$ cat config.mk
export PLATFORM = sky130hd
export DESIGN_NAME = mem_controller
export DESIGN_NICKNAME = d
export VERILOG_FILES = /design/src/logic/mem_ctrl_pkg.sv /design/src/logic/byte_sequencer.sv /design/src/logic/mem_arbiter.sv /design/src/logic/mem_controller.sv /design/src/logic/store_buffer.sv
export SDC_FILE = /design/constraint.sdc
export NUM_CORES = 1
export LEC_CHECK = 0
export BUFFER_PORTS_ARGS = -buffer_cell sky130_fd_sc_hd__buf_2
export CAP_MARGIN = 5
export CELL_PAD_IN_SITES_DETAIL_PLACEMENT = 2
export CELL_PAD_IN_SITES_GLOBAL_PLACEMENT = 2
export CORE_AREA = 3 3 270 272
export CTS_CLUSTER_SIZE = 30
export DETAILED_ROUTE_END_ITERATION = 16
export DIE_AREA = 0 0 273 275
export PLACE_DENSITY_LB_ADDON = 0.3
export SLEW_MARGIN = 0
export SYNTH_ARGS = -nofsm -noshare
export SYNTH_HDL_FRONTEND = slang
export SYNTH_HIERARCHICAL = 1
export SYNTH_SLANG_ARGS = --single-unit
export TNS_END_PERCENT = 1
$ cat constraint.sdc
create_clock -name clk -period 7.5 [get_ports clk]
set_input_delay 0.375 -clock clk [delete_from_list [all_inputs] [get_ports clk]]
set_output_delay 0.375 -clock clk [all_outputs]
set_load 0.02 [all_outputs]
$ cat src/logic/mem_ctrl_pkg.sv
package mem_ctrl_pkg;

    // bus widths
    localparam int addr_width = 32;
    localparam int data_width = 32;

    // store buffer sizing
    localparam int sb_depth       = 8;
    localparam int sb_index_width = 3;

    typedef logic [addr_width-1:0] addr_t;
    typedef logic [data_width-1:0] word_t;
    typedef logic [7:0]            byte_t;

    // burst length is 1, 2 or 4 bytes
    typedef enum logic [1:0] {
        size_byte = 2'd0,
        size_half = 2'd1,
        size_word = 2'd2
    } access_size_t;

    typedef enum logic [2:0] {
        op_lb  = 3'd0,
        op_lh  = 3'd1,
        op_lw  = 3'd2,
        op_lbu = 3'd3,
        op_lhu = 3'd4
    } load_op_t;

    // committed store waiting to drain
    typedef struct packed {
        addr_t        addr;
        word_t        data;
        access_size_t size;
    } store_entry_t;

    // one burst handed to the byte sequencer
    typedef struct packed {
        logic         write;
        addr_t        addr;
        access_size_t size;
        word_t        data;
    } burst_req_t;

    // outputs towards the byte-wide RAM
    typedef struct packed {
        logic  write;
        addr_t addr;
        byte_t wdata;
    } ram_bus_t;

endpackage

$ cat src/logic/byte_sequencer.sv
`timescale 1ns/1ns

module byte_sequencer (
    input  logic                     clk,
    input  logic                     rst,
    input  logic                     burst_start,
    input  mem_ctrl_pkg::burst_req_t burst,
    output logic                     burst_done,
    output mem_ctrl_pkg::word_t      burst_rdata,
    output mem_ctrl_pkg::ram_bus_t   ram,
    input  mem_ctrl_pkg::byte_t      ram_rdata
);

    // latched burst
    logic                  wr_q;
    mem_ctrl_pkg::word_t   data_q;
    mem_ctrl_pkg::addr_t   addr_cnt;
    logic [1:0]            idx;
    logic [1:0]            last_idx;
    logic                  busy;

    // what the RAM bus carries this cycle
    logic                  bus_active;
    logic [1:0]            bus_lane;
    logic                  bus_last;

    // read data returning one cycle later
    logic                  ret_valid;
    logic [1:0]            ret_lane;
    logic                  ret_last;
    logic                  rd_done;
    mem_ctrl_pkg::word_t   rd_word;

    // byte count minus one
    function automatic logic [1:0] burst_last_index(input mem_ctrl_pkg::access_size_t size);
        case (size)
            mem_ctrl_pkg::size_byte: return 2'd0;
            mem_ctrl_pkg::size_half: return 2'd1;
            default:                 return 2'd3;
        endcase
    endfunction

    always_ff @(posedge clk) begin
        if (rst) begin
            busy       <= 1'b0;
            bus_active <= 1'b0;
            ram.write  <= 1'b0;
        end else if (burst_start) begin
            // first byte goes out right away
            wr_q       <= burst.write;
            data_q     <= burst.data;
            last_idx   <= burst_last_index(burst.size);
            addr_cnt   <= burst.addr + 1'b1;
            idx        <= 2'd1;
            busy       <= (burst_last_index(burst.size) != 2'd0);
            bus_active <= 1'b1;
            bus_lane   <= 2'd0;
            bus_last   <= (burst_last_index(burst.size) == 2'd0);
            ram.write  <= burst.write;
            ram.addr   <= burst.addr;
            ram.wdata  <= burst.data[7:0];
        end else if (busy) begin
            addr_cnt   <= addr_cnt + 1'b1;
            idx        <= idx + 1'b1;
            busy       <= (idx != last_idx);
            bus_active <= 1'b1;
            bus_lane   <= idx;
            bus_last   <= (idx == last_idx);
            ram.write  <= wr_q;
            ram.addr   <= addr_cnt;
            ram.wdata  <= data_q[8*idx +: 8];
        end else begin
            // address simply holds
            bus_active <= 1'b0;
            ram.write  <= 1'b0;
        end
    end

    // read return pipeline
    always_ff @(posedge clk) begin
        if (rst) begin
            ret_valid <= 1'b0;
            rd_done   <= 1'b0;
        end else begin
            ret_valid <= bus_active && !ram.write;
            rd_done   <= ret_valid && ret_last;
        end
        ret_lane <= bus_lane;
        ret_last <= bus_last;
    end

    // little-endian lane assembly, zero above bytes read
    always_ff @(posedge clk) begin
        if (burst_start) begin
            rd_word <= '0;
        end else if (ret_valid) begin
            rd_word[8*ret_lane +: 8] <= ram_rdata;
        end
    end

    // writes finish with their last byte
    assign burst_done  = rd_done || (bus_active && ram.write && bus_last);
    assign burst_rdata = rd_word;

    a_no_overlap: assert property (@(posedge clk) disable iff (rst)
        burst_start |-> !(busy || bus_active || ret_valid || rd_done))
        else $error("byte sequencer: burst started while another is running");

endmodule

$ cat src/logic/mem_arbiter.sv
`timescale 1ns/1ns

module mem_arbiter (
    input  logic                       clk,
    input  logic                       rst,
    input  logic                       fetch_req,
    input  mem_ctrl_pkg::addr_t        fetch_pc,
    output logic                       fetch_valid,
    output mem_ctrl_pkg::word_t        fetch_inst,
    input  logic                       load_req,
    input  mem_ctrl_pkg::load_op_t     load_op,
    input  mem_ctrl_pkg::addr_t        load_addr,
    output logic                       load_valid,
    output mem_ctrl_pkg::word_t        load_value,
    input  logic                       rollback,
    input  logic                       head_valid,
    input  mem_ctrl_pkg::store_entry_t head_entry,
    output logic                       pop,
    output logic                       burst_start,
    output mem_ctrl_pkg::burst_req_t   burst,
    input  logic                       burst_done,
    input  mem_ctrl_pkg::word_t        burst_rdata
);

    typedef enum logic [1:0] {
        own_idle,
        own_fetch,
        own_load,
        own_store
    } owner_t;

    owner_t                  owner;
    owner_t                  pick;
    logic                    squash;

    // pending requests
    logic                    fetch_pend;
    mem_ctrl_pkg::addr_t     fetch_addr_q;
    logic                    load_pend;
    mem_ctrl_pkg::load_op_t  load_op_q;
    mem_ctrl_pkg::addr_t     load_addr_q;

    function automatic mem_ctrl_pkg::access_size_t load_size(input mem_ctrl_pkg::load_op_t op);
        case (op)
            mem_ctrl_pkg::op_lb, mem_ctrl_pkg::op_lbu: return mem_ctrl_pkg::size_byte;
            mem_ctrl_pkg::op_lh, mem_ctrl_pkg::op_lhu: return mem_ctrl_pkg::size_half;
            default:                                   return mem_ctrl_pkg::size_word;
        endcase
    endfunction

    function automatic mem_ctrl_pkg::word_t extend_load(input mem_ctrl_pkg::load_op_t op,
                                                        input mem_ctrl_pkg::word_t raw);
        case (op)
            mem_ctrl_pkg::op_lb:  return {{24{raw[7]}}, raw[7:0]};
            mem_ctrl_pkg::op_lh:  return {{16{raw[15]}}, raw[15:0]};
            mem_ctrl_pkg::op_lbu: return {24'b0, raw[7:0]};
            mem_ctrl_pkg::op_lhu: return {16'b0, raw[15:0]};
            default:              return raw;
        endcase
    endfunction

    // store first, then fetch, then load; rollback hides fetch and load
    always_comb begin
        pick = own_idle;
        if (head_valid) begin
            pick = own_store;
        end else if (fetch_pend && !rollback) begin
            pick = own_fetch;
        end else if (load_pend && !rollback) begin
            pick = own_load;
        end
    end

    assign burst_start = (owner == own_idle) && (pick != own_idle);
    assign pop         = burst_start && (pick == own_store);

    always_comb begin
        case (pick)
            own_store: burst = '{write: 1'b1, addr: head_entry.addr,
                                 size: head_entry.size, data: head_entry.data};
            own_fetch: burst = '{write: 1'b0, addr: fetch_addr_q,
                                 size: mem_ctrl_pkg::size_word, data: '0};
            default:   burst = '{write: 1'b0, addr: load_addr_q,
                                 size: load_size(load_op_q), data: '0};
        endcase
    end

    always_ff @(posedge clk) begin
        if (rst) begin
            owner       <= own_idle;
            squash      <= 1'b0;
            fetch_pend  <= 1'b0;
            load_pend   <= 1'b0;
            fetch_valid <= 1'b0;
            load_valid  <= 1'b0;
        end else begin
            fetch_valid <= 1'b0;
            load_valid  <= 1'b0;
            if (burst_start && pick == own_fetch) begin
                fetch_pend <= 1'b0;
            end
            if (burst_start && pick == own_load) begin
                load_pend <= 1'b0;
            end
            if (fetch_req) begin
                fetch_pend <= 1'b1;
            end
            if (load_req) begin
                load_pend <= 1'b1;
            end
            if (rollback) begin
                fetch_pend <= 1'b0;
                load_pend  <= 1'b0;
            end
            // owner tracking, a squashed read still runs to its end
            if (burst_start) begin
                owner  <= pick;
                squash <= 1'b0;
            end else if (burst_done) begin
                owner  <= own_idle;
                squash <= 1'b0;
            end else if (rollback && (owner == own_fetch || owner == own_load)) begin
                squash <= 1'b1;
            end
            if (burst_done && !squash && !rollback) begin
                fetch_valid <= (owner == own_fetch);
                load_valid  <= (owner == own_load);
            end
        end
    end

    // result payload
    always_ff @(posedge clk) begin
        if (fetch_req) begin
            fetch_addr_q <= fetch_pc;
        end
        if (load_req) begin
            load_op_q   <= load_op;
            load_addr_q <= load_addr;
        end
        if (burst_done && owner == own_fetch) begin
            fetch_inst <= burst_rdata;
        end
        if (burst_done && owner == own_load) begin
            load_value <= extend_load(load_op_q, burst_rdata);
        end
    end

    // sequencer only finishes a burst this arbiter started
    a_done_owned: assert property (@(posedge clk) disable iff (rst)
        burst_done |-> (owner != own_idle))
        else $error("mem arbiter: burst done with no burst running");

endmodule

$ cat src/logic/mem_controller.sv
`timescale 1ns/1ns

module mem_controller (
    input  logic                       clk,
    input  logic                       rst,
    // byte RAM
    output mem_ctrl_pkg::ram_bus_t     ram,
    input  mem_ctrl_pkg::byte_t        ram_rdata,
    // instruction fetch
    input  logic                       fetch_req,
    input  mem_ctrl_pkg::addr_t        fetch_pc,
    output logic                       fetch_valid,
    output mem_ctrl_pkg::word_t        fetch_inst,
    // loads
    input  logic                       load_req,
    input  mem_ctrl_pkg::load_op_t     load_op,
    input  mem_ctrl_pkg::addr_t        load_addr,
    output logic                       load_valid,
    output mem_ctrl_pkg::word_t        load_value,
    // committed stores
    input  logic                       commit_valid,
    input  mem_ctrl_pkg::store_entry_t commit_store,
    output logic                       buffer_full,
    input  logic                       rollback
);

    logic                       head_valid;
    mem_ctrl_pkg::store_entry_t head_entry;
    logic                       pop;
    logic                       burst_start;
    mem_ctrl_pkg::burst_req_t   burst;
    logic                       burst_done;
    mem_ctrl_pkg::word_t        burst_rdata;

    store_buffer i_store_buffer (
        .clk        (clk),
        .rst        (rst),
        .push       (commit_valid),
        .push_entry (commit_store),
        .pop        (pop),
        .head_valid (head_valid),
        .head_entry (head_entry),
        .full       (buffer_full)
    );

    mem_arbiter i_mem_arbiter (
        .clk         (clk),
        .rst         (rst),
        .fetch_req   (fetch_req),
        .fetch_pc    (fetch_pc),
        .fetch_valid (fetch_valid),
        .fetch_inst  (fetch_inst),
        .load_req    (load_req),
        .load_op     (load_op),
        .load_addr   (load_addr),
        .load_valid  (load_valid),
        .load_value  (load_value),
        .rollback    (rollback),
        .head_valid  (head_valid),
        .head_entry  (head_entry),
        .pop         (pop),
        .burst_start (burst_start),
        .burst       (burst),
        .burst_done  (burst_done),
        .burst_rdata (burst_rdata)
    );

    // sole driver of the RAM bus
    byte_sequencer i_byte_sequencer (
        .clk         (clk),
        .rst         (rst),
        .burst_start (burst_start),
        .burst       (burst),
        .burst_done  (burst_done),
        .burst_rdata (burst_rdata),
        .ram         (ram),
        .ram_rdata   (ram_rdata)
    );

endmodule

$ cat src/logic/store_buffer.sv
`timescale 1ns/1ns

module store_buffer (
    input  logic                       clk,
    input  logic                       rst,
    input  logic                       push,
    input  mem_ctrl_pkg::store_entry_t push_entry,
    input  logic                       pop,
    output logic                       head_valid,
    output mem_ctrl_pkg::store_entry_t head_entry,
    output logic                       full
);

    typedef logic [mem_ctrl_pkg::sb_index_width-1:0] sb_index_t;

    mem_ctrl_pkg::store_entry_t entries [mem_ctrl_pkg::sb_depth];

    sb_index_t                               head_ptr;
    sb_index_t                               tail_ptr;
    logic [mem_ctrl_pkg::sb_index_width:0]   count;

    // circular increment
    function automatic sb_index_t next_ptr(input sb_index_t ptr);
        if (ptr == sb_index_t'(mem_ctrl_pkg::sb_depth - 1)) begin
            return '0;
        end
        return ptr + 1'b1;
    endfunction

    always_ff @(posedge clk) begin
        if (rst) begin
            head_ptr <= '0;
            tail_ptr <= '0;
            count    <= '0;
        end else begin
            if (push) begin
                tail_ptr <= next_ptr(tail_ptr);
            end
            if (pop) begin
                head_ptr <= next_ptr(head_ptr);
            end
            // push and pop together keep the count
            case ({push, pop})
                2'b10:   count <= count + 1'b1;
                2'b01:   count <= count - 1'b1;
                default: count <= count;
            endcase
        end
    end

    // entry storage
    always_ff @(posedge clk) begin
        if (push) begin
            entries[tail_ptr] <= push_entry;
        end
    end

    assign head_entry = entries[head_ptr];
    assign head_valid = (count != '0);
    assign full       = (count == mem_ctrl_pkg::sb_depth);

    // core must respect buffer_full
    a_no_push_full: assert property (@(posedge clk) disable iff (rst)
        push |-> !full)
        else $error("store buffer: push while full");

    // arbiter only pops a valid head
    a_no_pop_empty: assert property (@(posedge clk) disable iff (rst)
        pop |-> head_valid)
        else $error("store buffer: pop while empty");

endmodule

# After elaboration in Yosys (flattened, before gate mapping)
# Memory sizes are Yosys's and may differ from the RTL's. A register that Yosys moved wholly into a read port is not among the register bits.
# Index checks and enable logic that the tools add are counted.
[word_totals]
output_inout_bits = 108
word_cells = 144
ram_bits = 528
mem_count = 1
input_bits = 147
register_bits = 300
[classes]
n_reduce_logical = 39
eq_ne = 16
addsub = 8
shifts = 3
bitwise_logic = 2
n_mux = 44
[memory_table]
columns = ["memory", "words", "width", "rd", "rd_ports_with_merged_regs", "write_ports", "line_no", "source"]
rows = [
  ["i_store_buffer.entries", 8, 66, 1, 1, 1, "store_buffer.sv:16", "mem_ctrl_pkg::store_entry_t entries [mem_ctrl_pkg::sb_depth];"],
]
[op_table]
columns = ["operator", "n"]
rows = [
  ["one-hot mux 67 bit (2 select lines)", 1],
  ["one-hot mux 32 bit (4 select lines)", 1],
  ["adder 32 x 1 -> 32 bit, second input constant", 2],
  ["2-to-1 mux 32 bit", 2],
  ["2-to-1 mux 41 bit", 1],
  ["2-to-1 mux 40 bit", 1],
  ["negator 5 -> 34 bit", 1],
  ["variable shift 8 x 34 -> 32 bit, first input constant", 1],
  ["variable part select 8 x 34 -> 32 bit", 1],
  ["bitwise mux 32 bit", 1],
  ["variable part select 32 x 6 -> 8 bit", 1],
  ["2-to-1 mux 1 bit", 19],
  ["2-to-1 mux 2 bit", 9],
  ["2-to-1 mux 3 bit", 6],
  ["logical AND 1 bit", 15],
  ["nonzero test 2 bit", 7],
  ["== test 3 bit, second input constant", 3],
  ["== test 2 x 1 -> 1 bit, second input constant", 4],
  ["== test 2 bit, second input constant", 4],
  ["one-hot mux 2 bit (2 select lines)", 2],
  ["one-hot mux 4 bit (2 select lines)", 1],
  ["OR reduction 2 bit", 4],
  ["adder 3 x 1 -> 3 bit, second input constant", 2],
  ["zero test 2 bit", 3],
  ["other kinds (15)", 20],
]

# Logic depth before layout (Yosys ltp)
# Gate-level depths: netlist of the first run.
[depth]
word_depth = 13
mapped_depth = 17
ltp_nobuf = 12

# By module
# Netlist of the first run, hierarchy kept.
[by_module_without_submodules]
columns = ["module", "cells_per_inst", "area_per_inst_um2", "seq_area_each_um2", "n_inst"]
rows = [
  ["store_buffer", 835, 20445.9, 16115.5, 1],
  ["byte_sequencer", 454, 6547.5, 4164.0, 1],
  ["mem_arbiter", 378, 5515.3, 4073.9, 1],
]

# Worst setup path after synthesis of the first run
# OpenSTA, ideal clock, no wires.
[synth_timing]
path_type = "register to register"
startpoint = "register i_store_buffer/count[1] (netlist name)"
endpoint = "register i_byte_sequencer.addr_cnt[0] (enable)"
path_slack_ns = 1.771
arrival_ns = 5.217
path_buffers = 7
setup_time_ns = 0.513
stages_incl_launch_ff = 12
required_ns = 6.987
period_less_slack_ns = 5.729
path_cell_list = "dfxtp_1 > or4_1 > buf_2 > o21a_1 > buf_6 > buf_8 > buf_8 > buf_4 > buf_4 > buf_2 > nor2_1 > nor2_1"
[synth_between]
elab_chain_len = 6
[synth_lines]
columns = ["item", "line_no", "source"]
rows = [
  ["start, declared", "store_buffer.sv:20", "logic [mem_ctrl_pkg::sb_index_width:0] count;"],
  ["start signal, assigned", "store_buffer.sv:44", "2'b10: count <= count + 1'b1;"],
  ["start signal, assigned", "store_buffer.sv:45", "2'b01: count <= count - 1'b1;"],
  ["start signal, assigned", "store_buffer.sv:46", "default: count <= count;"],
  ["nonzero test 4 bit", "store_buffer.sv:59", "assign head_valid = (count != '0);"],
  ["net head_valid", "mem_controller.sv:27", "logic head_valid;"],
  ["2-to-1 mux 2 bit", "mem_arbiter.sv:65", "if (head_valid) begin"],
  ["nonzero test 2 bit", "mem_arbiter.sv:74", "assign burst_start = (owner == own_idle) && (pick != own_idle);"],
  ["logical AND 1 bit", "mem_arbiter.sv:74", ""],
  ["net burst_start", "mem_controller.sv:30", "logic burst_start;"],
  ["nonzero test 2 bit (no source line)", "--", ""],
  ["AND reduction 2 bit (no source line)", "--", ""],
  ["end signal, assigned", "byte_sequencer.sv:53", "addr_cnt <= burst.addr + 1'b1;"],
  ["end signal, assigned", "byte_sequencer.sv:63", "addr_cnt <= addr_cnt + 1'b1;"],
  ["end, declared", "byte_sequencer.sv:17", "mem_ctrl_pkg::addr_t addr_cnt;"],
]
# The timed path passes the listed nets, and every way through them passes these cells.
# A chain may end at the register's enable or synchronous reset.

# Worst setup path after layout of the first run
[layout_timing]
startpoint = "register i_store_buffer/count[1] (netlist name)"
endpoint = "register i_byte_sequencer.addr_cnt[30], data pin"
[layout_between]
word_cells_on_any_way = 9
cone_classes = "add/sub (1); eq/ne (2); mux (3); reduce/logical (3)"
[layout_rtl]
columns = ["item", "line_no", "source"]
rows = [
  ["nonzero test 4 bit", "store_buffer.sv:59", ""],
  ["net head_valid", "mem_controller.sv:27", ""],
  ["2-to-1 mux 2 bit", "mem_arbiter.sv:65", ""],
  ["nonzero test 2 bit", "mem_arbiter.sv:74", ""],
  ["logical AND 1 bit", "mem_arbiter.sv:74", ""],
  ["net burst_start", "mem_controller.sv:30", ""],
  ["2-to-1 mux 32 bit", "byte_sequencer.sv:48", "end else if (burst_start) begin"],
]
# The timed path passes the listed nets, and every way through them passes these cells.

==> results.md, run 1 <==
* CP required at just under 8 ns
* Final slew viol count at 0
* Power Dens Cells at 373 mW/mm2
* Pwr Total at around 14 mW
* Final Skew at a little under 0.03 ns
* Post-route cell area at between 0.03 and 0.04 mm2
* Worst path buffer plus inverter count at 3
* Initial DRC count at ~1800
* Final wirelength at 102000 um
* Cell taking the most area after synthesis: edfxtp_1
* Routed vias at between 15000 and 20000
* GR Util met2 at a little under half
* Most common cell in the netlist: edfxtp_1
* Area Overhead vs Synth at 19.0%
* VDD IR-drop max at around 0.00026 V
* Final min period at around 4.5 ns
* IO buf count at 254
* Die Y at roughly 280 um
* RD Place Congestion at between 0.7 and 0.8
* Initial Utilization at between 40% and 50%
* Resized Gates After CTS at 0
* Chip Width at roughly 270 um
* Unrepaired setup endpoints after global routing: false
* Setup TNS Final at 0 ns
* Root buffer selected by CTS: clkbuf_16
* Final core occ at about 55%
* DR vias/cell at 5.82
* Worst slew margin at 21.1%
* Synth top cells by count: edfxtp_1 (771), mux4_2 (140), mux2_2 (86), nand2_1 (86), nor2_1 (61)
* Synth Warn # at 6
* GR Util All Layers at 27.4%
* Setup ws final at approximately 3.0 ns
* Hold Vio Cnt, Final at 0
* Syn Area/Cell at 19.5 um2
* Worst hold-check path type: input pin to register
* Largest family of logic cells by synthesized area: multiplexers
* Max-Cap Viols at 0
* Total CTS buffers at between 80 and 90
* Cell variety after synth at 62
* Worst path arrival time at around 4.9 ns
* Core area at 0.0710 mm2
* Placed cell area at between 0.03 and 0.04 mm2
* Final ANT Viol Nets at 0
* P_leak at around 13 nW
* Synth Area in Compound Gates at 2.85%
* Synth Instances at between 1500 and 2000
* Avg WL per Cell at approximately 33 um
* Met3 usage at under 10%
* Main area contributors after synthesis: edfxtp_1 (71%), mux4_2 (9.7%), dfxtp_1 (3.7%), mux2_2 (3.0%), mux2i_1 (1.6%)
* CP cell instances: or4_4 -> o21a_4 -> buf_4 -> mux2i_1 -> inv_1 -> ha_1 -> inv_1 -> a221oi_4 -> nand4_2 -> nor4b_2 -> xor2_1
* Met1 GRT Util at about a third
* Vias in the first global route at 19738
* GR peak layer: met2
* Synth Cell Area at around 0.033 mm2
* Initial DRT Pass Iterations at 5
* Reg clk slew, reported paths at ~0.070 ns
* CP max-delay cell: buf_4
* Measured slew at the worst slew-check pin at between 1 and 1.5 ns
* GRT Residual Overflow at 0
* Run status: complete, no violations
* Number of nets in the layout at between 2000 and 2500
* Clk_lat worst skew at 0.65 ns
* Yosys top cell area share at a little under three quarters
* CTS max path bufs at 3
* Mux share of post-synthesis cell area at 14.3%
* Simple logic cell fraction of the synthesized area at between 4 and 5%
* Sink Count at between 800 and 900
* HPWL after DPL at approximately 57000 um
* Crit-path leading delay family: simple AND/OR/NAND/NOR gates
* Seq/Total Area, Yosys at about three quarters
* CP Launch Type: register
* Fmax achieved at roughly 0.22 GHz
* # H-tree levels at 3
* I/O pin total at 255
* DRC at 0
* Crit path top cell by count: inv_1
* Post-synth EDFFs at between 700 and 800
* Crit. End Element: register
* Synth Flop Type: edfxtp_1
* XOR/XNOR share of the synthesized area at 0.970%
* Worst setup path category: register to register
* DP Worst Slack at between 3 and 4 ns
* FF+latch count, synth at ~830
* Die area at between 0.07 and 0.08 mm2
* Peak fanout along the critical path at about 70
* Fraction of registers with async set/reset at 0%
* Endpoints failing setup at 0
* # rows at just under 100
* Largest net degree at the start of global routing at 69
* Fraction of layout cells with a size suffix above 1 at between 30% and 40%
* Crit-path max cell delay at around 0.78 ns
* Synthesized net count at around 1800
* Initial antenna violation count at 16
* First-pass GRT wire length at roughly 150000 um
* CTS tree: built
* Post-synthesis adder-cell area fraction at less than 1%
* Tcrit/Tclk final at between 60 and 70%
## kinds of logic (layout without fill, tap and decap cells)
logic type,after synthesis,after routing
XOR/XNOR,36,36
AO/OA/AOI/OAI,132,132
other,0,9
adder cells (fa/ha/maj),16,16
buffers and inverters,104,548
multiplexers,279,279
flip-flops,831,831
AND/OR/NAND/NOR,269,269
## path summary, 6_finish.rpt
check | slack (ns) | cells past startpoint | startpoint | end
setup reg to reg | 2.98 | 11 | i_store_buffer/count[1]$_SDFFE_PP0P_ | i_byte_sequencer/addr_cnt[30]$_DFFE_PP_
hold / removal | 0.03 | 1 | commit_store[12] | i_store_buffer/entries[4][12]$_DFFE_PP_
hold reg to reg | 0.35 | 0 | i_byte_sequencer/bus_lane[0]$_SDFFCE_PP0P_ | i_byte_sequencer/ret_lane[0]$_DFF_P_
setup / recovery | 2.98 | 11 | i_store_buffer/count[1]$_SDFFE_PP0P_ | i_byte_sequencer/addr_cnt[30]$_DFFE_PP_
## timing repair
action	CTS	global route
hold endpoints to repair	190	0
hold buffers	85	0
buffers inserted	0	0
## report_power, final
group          leakage [nW]  switching [mW]  internal [mW]
sequential             7.49           0.353           5.76
clock                  1.50            1.95           2.81
combinational          4.17            2.24           1.33
## flip-flops by register name (all words and copies together) (netlist names), 2 cells and up, named ones only
register                      flops
i_byte_sequencer/addr_cnt        32
i_byte_sequencer/burst_rdata     32
i_byte_sequencer/bus_lane         2
i_byte_sequencer/data_q          32
i_byte_sequencer/idx              2
i_byte_sequencer/last_idx         2
i_byte_sequencer/ram             41
i_byte_sequencer/ret_lane         2
i_mem_arbiter/fetch_addr_q       32
i_mem_arbiter/fetch_inst         32
i_mem_arbiter/load_addr_q        32
i_mem_arbiter/load_op_q           3
i_mem_arbiter/load_value         32
i_mem_arbiter/owner               2
i_store_buffer/count              4
i_store_buffer/entries          528
i_store_buffer/head_ptr           3
i_store_buffer/tail_ptr           3
## per-stage QoR
stage	std cells	hold slack, ns
after floorplan	1667	0.323
after global placement	2815	0.331
after detailed placement	2815	0.334
after CTS	3061	0.00164
after global routing	3066	0.0220
final	3070	0.0272
## cells in the final DEF, fill, tap and decap left out, drive strengths merged, types with 12 or more instances in the layout
cell         synthesis  routed
mux2i               53      53
nand2               86      86
clkbuf              31     106
bufinv               0      17
nor2b               12      12
dfxtp               60      60
ha                  16      16
a21oi               25      25
nor2                61      61
xor2                14      14
edfxtp             771     771
xnor2               22      22
and2                35      35
buf                 47     276
mux4               140     140
o21ai               34      34
dlygate4sd3          0      85
nand3b              12      12
clkinv               0      36
a22oi               35      35
mux2                86      86
nand3               13      13
inv                 26      26
## area by class of cell
| cell class | count | area [um2] |
|---|---|---|
| inverters | 26 | 97.6 |
| diodes | 9 | 22.5 |
| repair buffers | 361 | 2290 |
| clock buffers | 106 | 2340 |
| well taps | 950 | 1190 |
| multi-input cells | 732 | 7680 |
| flip-flops and latches | 831 | 24400 |
| clock inverters | 55 | 717 |
| fillers | 6035 | 32300 |
## worst register-to-register path, stage by stage, from the launching register on
cell and delay (ns):
dfxtp_1 0.47, or4_4 0.53, o21a_4 0.68, buf_4 0.78, mux2i_1 0.28, inv_1 0.15, ha_1 0.23, inv_1 0.12
a221oi_4 0.30, nand4_2 0.27, nor4b_2 0.33, xor2_1 0.12
## metal layers
layer | vias to the layer above | part of all wire, %
li1 | 7418 | -
met1 | 9588 | 38
met2 | 651 | 52
met3 | 196 | 5.4
met4 | 8 | 3.9
met5 | - | 0.055
Power figures use the tool's default switching activity.
==> inputs of run 2 (changes only) <==
- ABC_AREA: default -> 1
- CORE_AREA: 3 3 270 272 -> 3 3 290 292
- DIE_AREA: 0 0 273 275 -> 0 0 293 295
- clock period: 7.5 -> 4.7 ns (I/O delays scaled with it)
==> results.md, run 2 <==
* Run status: complete, no violations
* Final slew viol count at 0
* HPWL after DPL at between 60000 and 70000 um
* HP Start: fetch_req
* DRC at 0
* FF+latch count, synth at approximately 830
* Fraction of layout cells with a size suffix above 1 at approximately 16%
* Number of nets in the layout at roughly 3300
* Seq/Total Area, Yosys at 72.7%
* GRT Residual Overflow at 0
* CTS max path bufs at 3
* Worst hold-check path type: input pin to register
* Fmax achieved at between 0.2 and 0.3 GHz
* Fraction of registers with async set/reset at 0%
* Main area contributors after synthesis: edfxtp_1 (69%), nand2_1 (6.7%), nor2_1 (4.2%), o21ai_0 (3.9%), dfxtp_1 (3.6%)
* Die Y at roughly 300 um
* Hold Vio Cnt, Final at 0
* Hold Path Stages at 1
* Synth Cell Area at approximately 0.033 mm2
* Most frequent cells in the layout: edfxtp_1 (771), nand2_1 (596), nor2_1 (363), o21ai_0 (261), buf_2 (254)
* Synthesized net count at roughly 2900
* Initial Utilization at 40.9%
* Count of non-filler cells in the finished layout at ~4300
* Most common cell in the netlist: edfxtp_1
* GR Util All Layers at between 20% and 30%
* Reg clk slew, reported paths at around 0.08 ns
* # H-tree levels at 3
* Yosys top cell area share at around 69%
* Switching share of power at between 30% and 40%
* Proportion of power drawn by the clock network at 31.1%
* Placed cell count at 3951
* R2r setup slk at roughly 0.85 ns
* Routed vias at around 23000
* Final Skew at roughly 0.033 ns
* Internal Power at between 15 and 20 mW
* Avg WL per Cell at about 27 um
* Cell variety after synth at 42
* Synth Flop Type: edfxtp_1
* Gate power share at approximately 29%
* Worst path arrival time at about 4.2 ns
* Initial DRC count at 1596
* FF-to-FF path depth at 17
* Power Dens Cells at around 600 mW/mm2
* Hold Worst Slack at approximately 0.27 ns
* Synth Warn # at 6
* Flop pwr share at 39.7%
* Initial antenna violation count at 9
* Root buffer selected by CTS: clkbuf_16
* Measured slew at the worst slew-check pin at about 1.2 ns
* Final wirelength at 115000 um
* Initial DRT Pass Iterations at 5
* Die area at 0.0864 mm2
* P_leak at between 10 and 15 nW
* Post-synth EDFFs at 771
* First-pass GRT wire length at 171000 um
* Synth top cells by count: edfxtp_1 (771), nand2_1 (596), nor2_1 (372), o21ai_0 (261), inv_1 (120)
* Final min period at ~3.8 ns
* RD Place Congestion at between 0.8 and 0.9
* IO buf count at approximately 250
* Setup TNS Final at 0 ns
* Worst setup path category: register to register
* Sink Count at between 800 and 900
* Total CTS buffers at 90
* Hold EP: i_mem_arbiter/fetch_addr_q[19]$_DFFE_PP_
* Chip Width at 293 um
* Core area at 0.0818 mm2
* Biggest regs: i_store_buffer/entries (528), i_byte_sequencer/ram (41)
* Clk_lat worst skew at around 0.65 ns
* Max reg flops at around 530
* Post-CTS Setup Inserts at 0
* Largest net degree at the start of global routing at around 120
* Syn Area/Cell at roughly 12 um2
* Tcrit/Tclk final at 81.8%
* CP required at slightly above 5 ns
* # rows at roughly 110
* Net switching power at about 9 mW
* Crit. End Element: register
* Vias in the first global route at between 20000 and 30000
* Commonest non-fill, non-tap cell in the layout: edfxtp_1
* VDD IR-drop max at about 0.00037 V
* CTS tree: built
* Unrepaired setup endpoints after global routing: false
* Max-Cap Viols at 0
* Peak fanout along the critical path at 80
* Area Overhead vs Synth at 20.5%
* Worst slew margin at between 20% and 30%
* Reg with most FFs: i_store_buffer/entries
* Worst R2R End: i_byte_sequencer/addr_cnt[28]$_DFFE_PP_
* Cell taking the most area after synthesis: edfxtp_1
* Fillers at slightly below 8000
* Resized Gates After CTS at 0
* CP Launch Type: register
* Endpoints failing setup at 0
* I/O pin total at between 200 and 300
* Synth Instances at between 2000 and 3000
* DR vias/cell at roughly 5.5
* Final ANT Viol Nets at 0
[run 2: cell types whose count changed after synthesis, moves of 41 or more]
cell / delta
inv_1: +94
mux2_2: -86
mux4_2: -140
nand2_1: +510
nand2_2: +41
nand3_1: +50
nor2_1: +311
o21ai_0: +245
o22ai_1: +67
[run 2: routing by layer]
layer | routed length (um) | track usage [%] | share of wire (%)
met1 | 45800 | 31.5 | 40
met2 | 60000 | 48.2 | 52
met3 | 4930 | 3.55 | 4.3
met4 | 3890 | 9.58 | 3.4
met5 | 27 | 0 | 0.024
[run 2: cell type report]
cell class,count,area [um2],area share (%)
flip-flops and latches,831,24400,60.4
multi-input cells,1642,7970,19.8
repair buffers,430,3100,7.68
clock buffers,108,2370,5.88
well taps,1070,1340,3.32
clock inverters,54,707,1.75
inverters,124,474,1.18
diodes,6,15.0,0.0372
[run 2: worst max-delay path, stage by stage (launching register included)]
cell     delay, ns
dfxtp_4       0.49
inv_4         0.56
buf_12        0.42
nor2_1        0.09
o21ai_0       0.21
nand2_1       0.10
nand2_1       0.12
nand2_1       0.08
nand3_1       0.18
nand2_1       0.15
nand2_2       0.18
nand2_1       0.10
nor2_1        0.21
nand2_1       0.15
nor2_1        0.20
nand2_1       0.11
nand2_1       0.08
nand2_1       0.06
[run 2: logic make-up after synthesis]
logic type | count (synthesis) | synth area share [%]
compound gates | 432 | 6.95
xor+xnor | 18 | 0.471
fa+ha+maj | 16 | 0.598
buf+inv | 259 | 3.66
flops | 831 | 72.7
mux | 66 | 1.97
simple gates | 1110 | 13.6
[run 2: how the worst max path moves through the flow]
stage	from	end	slack, ns	cells past startpoint
finish	register	i_byte_sequencer/addr_cnt[28]$_DFFE_PP_	0.85	17
global route	register	i_byte_sequencer/addr_cnt[26]$_DFFE_PP_	0.49	18
CTS	register	i_byte_sequencer/addr_cnt[26]$_DFFE_PP_	0.85	16
detailed placement	register	i_byte_sequencer/addr_cnt[26]$_DFFE_PP_	1.02	16
global placement	register	i_byte_sequencer/addr_cnt[30]$_DFFE_PP_	1.18	18
floorplan	i_store_buffer/tail_ptr[0]$_SDFFE_PP0P_	i_store_buffer/entries[0][0]$_DFFE_PP_	0.79	2
[run 2: stage by stage]
step                      total power [mW]  setup WS, ns  utilization (%)  area, um2
after floorplan                       14.1         0.793                -      33500
after global placement                16.0          1.18             43.7      35800
after detailed placement              16.5          1.02             43.7      35800
after CTS                             24.3         0.850             49.2      40300
after global routing                  25.5         0.488             49.3      40300
final                                 24.3         0.853             49.3      40300
[run 2: power groups by stage]
stage                     sequential (mW)  combinational, mW  clock [mW]
after global placement               9.71               6.33           0
final                                9.63               7.07        7.55
after floorplan                      9.75               4.37           0
after global routing                 9.71               7.76        7.98
after detailed placement             9.77               6.74           0
after CTS                            9.64               7.00        7.64
[run 2: repair_timing]
action / 4_1_cts / 5_1_grt
hold buffers: 144 / 0
setup endpoints to repair: 0 / 0
hold endpoints to repair: 625 / 0
